<file path="config.mk">
export PLATFORM = sky130hd
export DESIGN_NAME = mbu_top
export DESIGN_NICKNAME = d
export VERILOG_FILES = /design/src/source/mbu_pkg.sv /design/src/source/mbu_top.sv /design/src/source/mbu_bank_regs.sv /design/src/source/mbu_port_arbiter.sv /design/src/source/mbu_cu_decode.sv /design/src/source/mbu_io_decode.sv
export SDC_FILE = /design/constraint.sdc
export NUM_CORES = 1
export LEC_CHECK = 0
export ABC_AREA = 1
export BUFFER_PORTS_ARGS = -buffer_cell sky130_fd_sc_hd__buf_2
export CAP_MARGIN = 25
export CORE_AREA = 2 2 88 98
export CTS_CLUSTER_DIAMETER = 100
export DETAILED_ROUTE_END_ITERATION = 8
export DIE_AREA = 0 0 90 100
export PLACE_DENSITY = 0.83
export SLEW_MARGIN = 15
export SYNTH_ARGS = -nofsm -noshare
export SYNTH_HDL_FRONTEND = slang
export SYNTH_SLANG_ARGS = --single-unit
</file>
<file path="constraint.sdc">
create_clock -name clk -period 4.3 [get_ports clk]
set_clock_uncertainty 0.2 [all_clocks]
set_input_delay 0.43 -clock clk [delete_from_list [all_inputs] [get_ports clk]]
set_output_delay 0.43 -clock clk [all_outputs]
set_load 0.02 [all_outputs]
</file>
<file path="src/source/mbu_pkg.sv">
// Shared widths, microcode address codes and request structs of the memory bank unit
// Struct field order sets the packed bit layout seen on every port
// All codes assume the 5-bit microcode read and write address fields of the CPU
package mbu_pkg;

   ////////////////////
   // Basic types
   ////////////////////

   // Index of one of the eight bank registers
   typedef logic [2:0] mbu_idx_t;

   // One data byte as carried on the internal bus and the system data bus
   typedef logic [7:0] mbu_byte_t;

   // MB0 to MB7, where MB0 is the memory bank pointer
   localparam int MBU_NREGS = 8;

   ////////////////////
   // Microcode codes
   ////////////////////

   // Upper four bits of read_mbp, the lowest raddr bit is a don't care (0110x)
   localparam logic [3:0] MBU_RADDR_MBP = 4'b0110;

   // Upper four bits of write_mbp, again decoded partially (0110x)
   localparam logic [3:0] MBU_WADDR_MBP = 4'b0110;

   // waddr[4:2] of an indexed access, the same decode drives nwar (001xx)
   localparam logic [2:0] MBU_WADDR_WAR = 3'b001;

   ////////////////////
   // Request structs
   ////////////////////

   // One write to the register file, 12 bits
   typedef struct packed {
      logic      valid;
      mbu_idx_t  idx;
      mbu_byte_t data;
   } mbu_wr_req_t;

   // Read select from the control unit, 5 bits
   // mbp marks read_mbp, otherwise valid alone marks an indexed access
   typedef struct packed {
      logic     valid;
      logic     mbp;
      mbu_idx_t idx;
   } mbu_rd_sel_t;

   // Decoded I/O access, 13 bits, rd and wr are never set together
   typedef struct packed {
      logic      rd;
      logic      wr;
      mbu_idx_t  idx;
      mbu_byte_t data;
   } mbu_io_req_t;

endpackage
</file>
<file path="src/source/mbu_top.sv">
// Top level of the memory bank unit
// Tri-state buses are split into separate input, output and output-enable ports
// Reads appear one cycle after the selecting inputs, writes land on the ending edge
// IO_BASE sets the first of the eight I/O addresses, a multiple of 8 below 8'h80
`timescale 1ns/1ps

module mbu_top #(
   parameter logic [7:0] IO_BASE = 8'h08
) (
   input  logic               clk,
   input  logic               rst_n,
   // Control unit side
   input  logic [4:0]         raddr,
   input  logic [4:0]         waddr,
   input  logic               t34,
   input  logic               nir_idx,
   input  mbu_pkg::mbu_idx_t  ir,
   input  mbu_pkg::mbu_byte_t ibus_in,
   output mbu_pkg::mbu_byte_t ibus_out,
   output logic               ibus_oe,
   // System bus side
   input  mbu_pkg::mbu_byte_t ab,
   input  logic               nsysdev,
   input  logic               nr,
   input  logic               nw,
   input  mbu_pkg::mbu_byte_t db_in,
   output mbu_pkg::mbu_byte_t db_out,
   output logic               db_oe,
   // Front panel and address extension
   input  logic               fpram_rom_n,
   output mbu_pkg::mbu_byte_t aext,
   output logic               nwar
);

   ////////////////////
   // Internal wiring
   ////////////////////

   mbu_pkg::mbu_io_req_t io_req;
   logic                 io_hit;
   mbu_pkg::mbu_wr_req_t cu_wr;
   mbu_pkg::mbu_rd_sel_t cu_rd;
   mbu_pkg::mbu_wr_req_t wr_grant;
   mbu_pkg::mbu_idx_t    rd_idx;
   logic                 rd_mbp;
   logic                 rd_io;

   // I/O port decode
   mbu_io_decode #(
      .IO_BASE (IO_BASE)
   ) u_io_decode (
      .clk     (clk),
      .rst_n   (rst_n),
      .ab      (ab),
      .nsysdev (nsysdev),
      .nr      (nr),
      .nw      (nw),
      .db_in   (db_in),
      .io_req  (io_req),
      .io_hit  (io_hit)
   );

   // Microcode address decode
   mbu_cu_decode u_cu_decode (
      .raddr   (raddr),
      .waddr   (waddr),
      .t34     (t34),
      .nir_idx (nir_idx),
      .ir      (ir),
      .ibus_in (ibus_in),
      .cu_wr   (cu_wr),
      .cu_rd   (cu_rd),
      .nwar    (nwar)
   );

   // Shares the single write port and read select
   mbu_port_arbiter u_port_arbiter (
      .clk      (clk),
      .rst_n    (rst_n),
      .cu_wr    (cu_wr),
      .cu_rd    (cu_rd),
      .io_req   (io_req),
      .wr_grant (wr_grant),
      .rd_idx   (rd_idx),
      .rd_mbp   (rd_mbp),
      .rd_io    (rd_io)
   );

   // Bank registers and registered outputs
   mbu_bank_regs u_bank_regs (
      .clk         (clk),
      .rst_n       (rst_n),
      .wr_grant    (wr_grant),
      .rd_idx      (rd_idx),
      .rd_mbp      (rd_mbp),
      .rd_io       (rd_io),
      .io_hit      (io_hit),
      .fpram_rom_n (fpram_rom_n),
      .aext        (aext),
      .ibus_out    (ibus_out),
      .ibus_oe     (ibus_oe),
      .db_out      (db_out),
      .db_oe       (db_oe)
   );

endmodule

</file>
<file path="src/source/mbu_bank_regs.sv">
// Register file of the eight bank registers plus the unit enable flag
// All outputs are registered and show register contents from before the same edge's write
// Until the first I/O access aext shows fpram_rom_n in bit 7 and zeros below
`timescale 1ns/1ps

module mbu_bank_regs (
   input  logic                 clk,
   input  logic                 rst_n,
   input  mbu_pkg::mbu_wr_req_t wr_grant,
   input  mbu_pkg::mbu_idx_t    rd_idx,
   input  logic                 rd_mbp,
   input  logic                 rd_io,
   input  logic                 io_hit,
   input  logic                 fpram_rom_n,
   output mbu_pkg::mbu_byte_t   aext,
   output mbu_pkg::mbu_byte_t   ibus_out,
   output logic                 ibus_oe,
   output mbu_pkg::mbu_byte_t   db_out,
   output logic                 db_oe
);

   ////////////////////
   // Storage
   ////////////////////

   mbu_pkg::mbu_byte_t regs [mbu_pkg::MBU_NREGS];
   logic               en_q;
   logic               en_d;
   mbu_pkg::mbu_byte_t sel_val;

   // The enabling access already sees its own register
   // This lets a first IN return data instead of the default
   assign en_d = en_q || io_hit;

   // Disabled units drive only the front panel RAM/ROM bit
   assign sel_val = en_d ? regs[rd_idx] : {fpram_rom_n, 7'b000_0000};

   // All eight registers clear on reset
   always_ff @(posedge clk) begin
      if (!rst_n) begin
         for (int i = 0; i < mbu_pkg::MBU_NREGS; i++) begin
            regs[i] <= '0;
         end
      end else if (wr_grant.valid) begin
         regs[wr_grant.idx] <= wr_grant.data;
      end
   end

   // Once set, only reset clears the enable
   always_ff @(posedge clk) begin
      if (!rst_n) begin
         en_q <= 1'b0;
      end else begin
         en_q <= en_d;
      end
   end

   ////////////////////
   // Output registers
   ////////////////////

   // aext is always driven, the two bus copies only while selected
   always_ff @(posedge clk) begin
      if (!rst_n) begin
         aext     <= {fpram_rom_n, 7'b000_0000};
         ibus_out <= '0;
         ibus_oe  <= 1'b0;
         db_out   <= '0;
         db_oe    <= 1'b0;
      end else begin
         aext     <= sel_val;
         ibus_out <= rd_mbp ? sel_val : '0;
         ibus_oe  <= rd_mbp;
         db_out   <= rd_io ? sel_val : '0;
         db_oe    <= rd_io;
      end
   end

   // The internal bus and the data bus are never driven from the same read
   a_one_bus_drive : assert property (
      @(posedge clk) disable iff (!rst_n)
      !(ibus_oe && db_oe)
   );

endmodule

</file>
<file path="src/source/mbu_port_arbiter.sv">
// Fixed-priority arbiter between the control unit and the I/O port
// The control unit always wins the write port, a losing I/O write waits in one slot
// The slot drains on the first edge without a control-unit write
// Reads are not deferred, an I/O read that loses to read_mbp gets no data bus cycle
`timescale 1ns/1ps

module mbu_port_arbiter (
   input  logic                 clk,
   input  logic                 rst_n,
   input  mbu_pkg::mbu_wr_req_t cu_wr,
   input  mbu_pkg::mbu_rd_sel_t cu_rd,
   input  mbu_pkg::mbu_io_req_t io_req,
   output mbu_pkg::mbu_wr_req_t wr_grant,
   output mbu_pkg::mbu_idx_t    rd_idx,
   output logic                 rd_mbp,
   output logic                 rd_io
);

   mbu_pkg::mbu_wr_req_t io_wr;
   mbu_pkg::mbu_wr_req_t pend_q;
   mbu_pkg::mbu_wr_req_t pend_d;

   // The I/O write seen as a plain register file write
   assign io_wr = '{valid: io_req.wr, idx: io_req.idx, data: io_req.data};

   ////////////////////
   // Write port
   ////////////////////

   always_comb begin
      wr_grant = '0;
      pend_d   = pend_q;
      if (cu_wr.valid) begin
         wr_grant = cu_wr;
         // Park a colliding I/O write for the next free edge
         if (io_wr.valid) begin
            pend_d = io_wr;
         end
      end else if (pend_q.valid) begin
         // The parked write drains first and a fresh I/O write takes its place
         wr_grant = pend_q;
         pend_d   = io_wr;
      end else begin
         wr_grant = io_wr;
      end
   end

   // Reset only empties the slot
   always_ff @(posedge clk) begin
      if (!rst_n) begin
         pend_q.valid <= 1'b0;
      end else begin
         pend_q <= pend_d;
      end
   end

   ////////////////////
   // Read select
   ////////////////////

   // Order is read_mbp, then IN, then an indexed access, then MB0
   always_comb begin
      rd_mbp = cu_rd.valid && cu_rd.mbp;
      rd_io  = io_req.rd && !rd_mbp;
      if (rd_mbp) begin
         rd_idx = '0;
      end else if (io_req.rd) begin
         rd_idx = io_req.idx;
      end else if (cu_rd.valid) begin
         rd_idx = cu_rd.idx;
      end else begin
         rd_idx = '0;
      end
   end

   // A second I/O write cannot arrive before the slot drains
   a_pend_free : assert property (
      @(posedge clk) disable iff (!rst_n)
      io_req.wr |-> !pend_q.valid
   );

endmodule

</file>
<file path="src/source/mbu_cu_decode.sv">
// Control-unit decode of the microcode read and write address fields
// Combinational with no state, every output follows its inputs in the same cycle
// read_mbp is only honoured while t34 is low
// nir_idx low selects the index from ir, high selects {0, waddr[1:0]}
`timescale 1ns/1ps

module mbu_cu_decode (
   input  logic [4:0]         raddr,
   input  logic [4:0]         waddr,
   input  logic               t34,
   input  logic               nir_idx,
   input  mbu_pkg::mbu_idx_t  ir,
   input  mbu_pkg::mbu_byte_t ibus_in,
   output mbu_pkg::mbu_wr_req_t cu_wr,
   output mbu_pkg::mbu_rd_sel_t cu_rd,
   output logic               nwar
);

   ////////////////////
   // Address decode
   ////////////////////

   logic read_mbp;
   logic write_mbp;
   logic war;
   mbu_pkg::mbu_idx_t war_idx;

   // Both 01100 and 01101 put the bank pointer on the internal bus
   assign read_mbp = (raddr[4:1] == mbu_pkg::MBU_RADDR_MBP) && !t34;

   // Symmetric to the read side, both write_mbp codes load MB0
   assign write_mbp = (waddr[4:1] == mbu_pkg::MBU_WADDR_MBP);

   // Any write to the address register (001xx) uses an extended address
   assign war = (waddr[4:2] == mbu_pkg::MBU_WADDR_WAR);

   // The address register output is active low
   assign nwar = !war;

   ////////////////////
   // Index selection
   ////////////////////

   // Auto-indexed modes take the register from the instruction
   // Otherwise the low waddr bits name MB0 to MB3
   always_comb begin
      if (!nir_idx) begin
         war_idx = ir;
      end else begin
         war_idx = {1'b0, waddr[1:0]};
      end
   end

   ////////////////////
   // Requests
   ////////////////////

   // write_mbp always targets MB0 with the value on the internal bus
   always_comb begin
      cu_wr.valid = write_mbp;
      cu_wr.idx   = '0;
      cu_wr.data  = ibus_in;
   end

   // read_mbp wins over an indexed access in the same microinstruction
   // The two codes come from different fields, so both can be active
   always_comb begin
      cu_rd.valid = read_mbp || war;
      cu_rd.mbp   = read_mbp;
      if (read_mbp) begin
         cu_rd.idx = '0;
      end else begin
         cu_rd.idx = war_idx;
      end
   end

endmodule

</file>
<file path="src/source/mbu_io_decode.sv">
// I/O port decode for the IN and OUT instructions of the CPU
// IO_BASE must be a multiple of 8 below 8'h80, the low three bits are ignored
// Strobes nr and nw are single-cycle and active low with at least one idle cycle between
// Purely combinational, clk and rst_n only clock the protocol checks
`timescale 1ns/1ps

module mbu_io_decode #(
   parameter logic [7:0] IO_BASE = 8'h08
) (
   input  logic               clk,
   input  logic               rst_n,
   input  mbu_pkg::mbu_byte_t ab,
   input  logic               nsysdev,
   input  logic               nr,
   input  logic               nw,
   input  mbu_pkg::mbu_byte_t db_in,
   output mbu_pkg::mbu_io_req_t io_req,
   output logic               io_hit
);

   ////////////////////
   // Address match
   ////////////////////

   // The unit owns eight consecutive I/O addresses starting at IO_BASE
   logic addr_match;

   // Only system device space counts, memory cycles leave nsysdev high
   assign addr_match = !nsysdev && (ab[7:3] == IO_BASE[7:3]);

   ////////////////////
   // Request forming
   ////////////////////

   always_comb begin
      io_req.rd   = addr_match && !nr;
      io_req.wr   = addr_match && !nw;
      // The low address bits pick MB0 to MB7 directly
      io_req.idx  = ab[2:0];
      io_req.data = db_in;
   end

   // Any access in range enables the unit, IN as well as OUT
   assign io_hit = io_req.rd || io_req.wr;

   ////////////////////
   // Protocol checks
   ////////////////////

   // The bus master never reads and writes in the same cycle
   a_no_rd_wr_overlap : assert property (
      @(posedge clk) disable iff (!rst_n)
      !(!nr && !nw)
   );

   // Strobes last one cycle and are followed by an idle cycle
   // The arbiter relies on this to never meet two I/O writes back to back
   a_strobe_spacing : assert property (
      @(posedge clk) disable iff (!rst_n)
      (!nr || !nw) |=> (nr && nw)
   );

endmodule

</file>
==> results.json <==
{
  "status": "finished clean",
  "holdPathStages": 3,
  "post_route_cells_drive_above_1_share_pct": 24.3,
  "seqPwrFrac_pct": 57.7,
  "ctsHoldBuffers": 0,
  "drv_cap": 0,
  "fillers": 649,
  "period_share_pct": 67.8,
  "hp-class": "in2reg",
  "synth_top_family_by_area": "simple AND/OR/NAND/NOR gates",
  "grt_pass1_vias": 3481,
  "wl_um": 10000,
  "numPortBuffers": 70,
  "final.setup.worst_slack_ns": 1.39,
  "drtAntennaViolNets": 0,
  "p_comb_share_pct": 8.1,
  "start_util_pct": 58.1,
  "netlist_instances": 497,
  "yosys.cell_types.count": 33,
  "holdPathEnd": "u_bank_regs.aext[7]$_DFF_P_",
  "die_height_um": 100,
  "final_hold_viol_count": 0,
  "reg2reg_depth": 8,
  "rsz0062_at_grt": "no",
  "syn_nets": 542,
  "synth_seq_cells": 103,
  "required_ns": 4.14,
  "via_count": 3577,
  "drc_errors": 0,
  "regArea_um2": 2810,
  "ff2ff_setup_slack_ns": 1.57,
  "cp-end-kind": "flip-flop",
  "groute.usage.overall_pct": 23.8,
  "placed_area_um2": 5130,
  "cts_buffers": 9,
  "drv_slew": 0,
  "p_clk_share_pct": 34.1,
  "yosysSeqAreaShare_pct": 59.4,
  "crit_type": "in2reg",
  "die_width_um": 90,
  "root_buffer": "clkbuf_8",
  "vdd_drop_max_mv": 0.167,
  "synth_compound_area_share_pct": 8.01,
  "clk_pin_slew_worst_paths_ns": 0.09,
  "multi_input_area_um2": 1530,
  "placed_cells": 664,
  "dp_hpwl_um": 7210,
  "clkSinkCount": 103,
  "viasPerCell": 5.26,
  "grt_max_degree": 58,
  "ctsLongestPathBuffers": 2,
  "drt_iter0_drc": 312,
  "tns_ns": 0,
  "crit_path_start_kind": "input port",
  "cp_data_arrival_time_ns": 2.76,
  "r2r-end": "u_bank_regs.regs[7][6]$_SDFFCE_PN0P_",
  "synth_simple_gate_area_share_pct": 24.3,
  "htreeDepth": 3,
  "drt_pass1_iterations": 5,
  "synth_xor_area_share_pct": 0,
  "whs_ns": 0.140,
  "path_max_fanout": 13,
  "power.internal_mw": 1.47,
  "cts_setup_buffers": 0,
  "reg2reg_from": "u_port_arbiter.pend_q[11]$_SDFFE_PN0P_",
  "synth_fa_ha_area_share_pct": 0,
  "synthMuxAreaShare_pct": 0,
  "cts_tree": "yes",
  "pin_count": 72,
  "p_switching_mw": 0.440,
  "dieArea_um2": 9000,
  "crit_start": "waddr[1]",
  "avgRoutedWirePerCell_um": 14.7,
  "gr-total-overflow": 0,
  "fin_cells": 680,
  "row_count": 35,
  "slew_headroom_pct": 41.7,
  "place_congestion": 0.839,
  "tightest_slew_ns": 0.871,
  "diodes": 0,
  "synthesis.area_um2": 4740,
  "grt_pass1_wl_um": 16500,
  "swShare_pct": 23.0,
  "cts_resized": 0,
  "area_delta_synth_final_pct": 12.9,
  "max_freq_mhz": 343,
  "worstSkewPairLatency_ns": 0.37,
  "final_area_um2": 5350,
  "setup_viol": 0,
  "avgSynthCellArea_um2": 9.53,
  "antenna_found_initial": 0,
  "ys.warnings.count": 0,
  "holdCritStartpoint": "fpram_rom_n",
  "period_needed_ns": 2.91,
  "core_area_um2": 8150,
  "leakage_nw": 2.30,
  "pre_cts_ws_ns": 0.986,
  "final_nets": 609,
  "p_per_area_nw_per_um2": 357
}
-- area by class of cell --
class | instances | area share, %
clock buffers | 11 | 2.46
inverters | 80 | 5.62
repair buffers | 70 | 6.55
multi-input cells | 300 | 28.6
flip-flops and latches | 103 | 52.6
clock inverters | 5 | 1.52
well taps | 111 | 2.60
-- power by group through the flow --
stage	registers, mW	logic [mW]	clock network, mW
4_1_cts	1.10	0.155	0.652
2_1_floorplan	1.12	0.100	0
6_report	1.10	0.156	0.652
5_1_grt	1.11	0.172	0.692
3_5_place_dp	1.13	0.155	0
3_3_place_gp	1.12	0.149	0
-- per-stage QoR --
stage | power (mW) | util (%)
CTS | 1.91 | 65.6
floorplan | 1.22 | -
finish | 1.91 | 65.6
global placement | 1.27 | 63.0
detailed placement | 1.28 | 63.0
global route | 1.97 | 65.6
-- worst max-delay path, stage by stage --
cell and delay (ns):
buf_2 0.12, nor4_4 0.60, nor2_1 0.37, inv_2 0.28
o21a_1 0.21, inv_1 0.08, nor2_4 0.18, nand2_2 0.16
nand2_1 0.32
-- Yosys cell counts --
master	number	area, µm²
edfxtp_1	75	2250
a21oi_2	7	61.3
a21oi_1	21	105
o21a_1	3	22.5
nand3_4	1	17.5
nand2_4	2	22.5
nor2_4	5	56.3
nand2_2	10	62.6
nand3_1	33	165
clkbuf_1	4	15.0
inv_1	73	274
inv_2	6	22.5
nand4_1	1	6.26
o21ai_1	7	35.0
nor2_2	7	43.8
nor4_4	1	21.3
nand2_1	56	210
nor3b_1	1	7.51
a21oi_4	1	16.3
nand4_4	1	21.3
buf_6	3	33.8
o21ai_2	1	8.76
buf_2	4	20.0
o211ai_1	8	60.1
nor3_1	3	15.0
o21ai_0	14	70.1
or2_2	6	37.5
nor2_1	102	383
clkinv_1	1	3.75
buf_4	3	22.5
dfxtp_1	28	561
nand3_2	6	60.1
nand3b_1	3	22.5
-- per-layer routing --
layer	GRT usage, %	wire (µm)	up-vias
met2	42.5	5000	146
li1	-	-	1747
met3	3.98	696	26
met4	11.2	296	0
met1	28.2	4030	1658
met5	0	0	-
-- state kept, by name, indices dropped and copies added (netlist names) --
register and flops:
u_port_arbiter.pend_q 12, u_bank_regs.ibus_out 8, u_bank_regs.aext 8, u_bank_regs.regs 64, u_bank_regs.en_q 1, u_bank_regs.ibus_oe 1, u_bank_regs.db_out 8, u_bank_regs.db_oe 1
-- worst max path at each step --
stage	endpoint	slack (ns)	cells after the start
after global routing	u_bank_regs.regs[0][7]$_SDFFCE_PN0P_	1.17	9
after floorplan	u_bank_regs.regs[0][0]$_SDFFCE_PN0P_	2.08	9
final	u_bank_regs.regs[0][7]$_SDFFCE_PN0P_	1.39	9
after CTS	u_bank_regs.regs[0][7]$_SDFFCE_PN0P_	1.38	9
after global placement	u_bank_regs.regs[0][3]$_SDFFCE_PN0P_	1.10	9
after detailed placement	u_bank_regs.regs[0][2]$_SDFFCE_PN0P_	0.99	9
-- placed cells by master, fill, tap and decap left out, types with 7 or more instances in the layout --
cell type,count
o211ai_1,8
nor2_1,102
a21oi_1,21
clkbuf_8,9
o21ai_0,14
edfxtp_1,75
a21oi_2,7
inv_1,73
nor2_2,7
nand2_1,56
nand2_2,10
o21ai_1,7
buf_2,70
dfxtp_1,28
nand3_1,33
-- cell families (layout without fill, tap and decap cells) --
| group | after synthesis | after routing |
|---|---|---|
| AOI/OAI and AO/OA | 62 | 62 |
| DFF | 103 | 103 |
| and+or+nand+nor | 238 | 238 |
| buffers and inverters | 94 | 166 |
(Power assumes the default switching activity.)
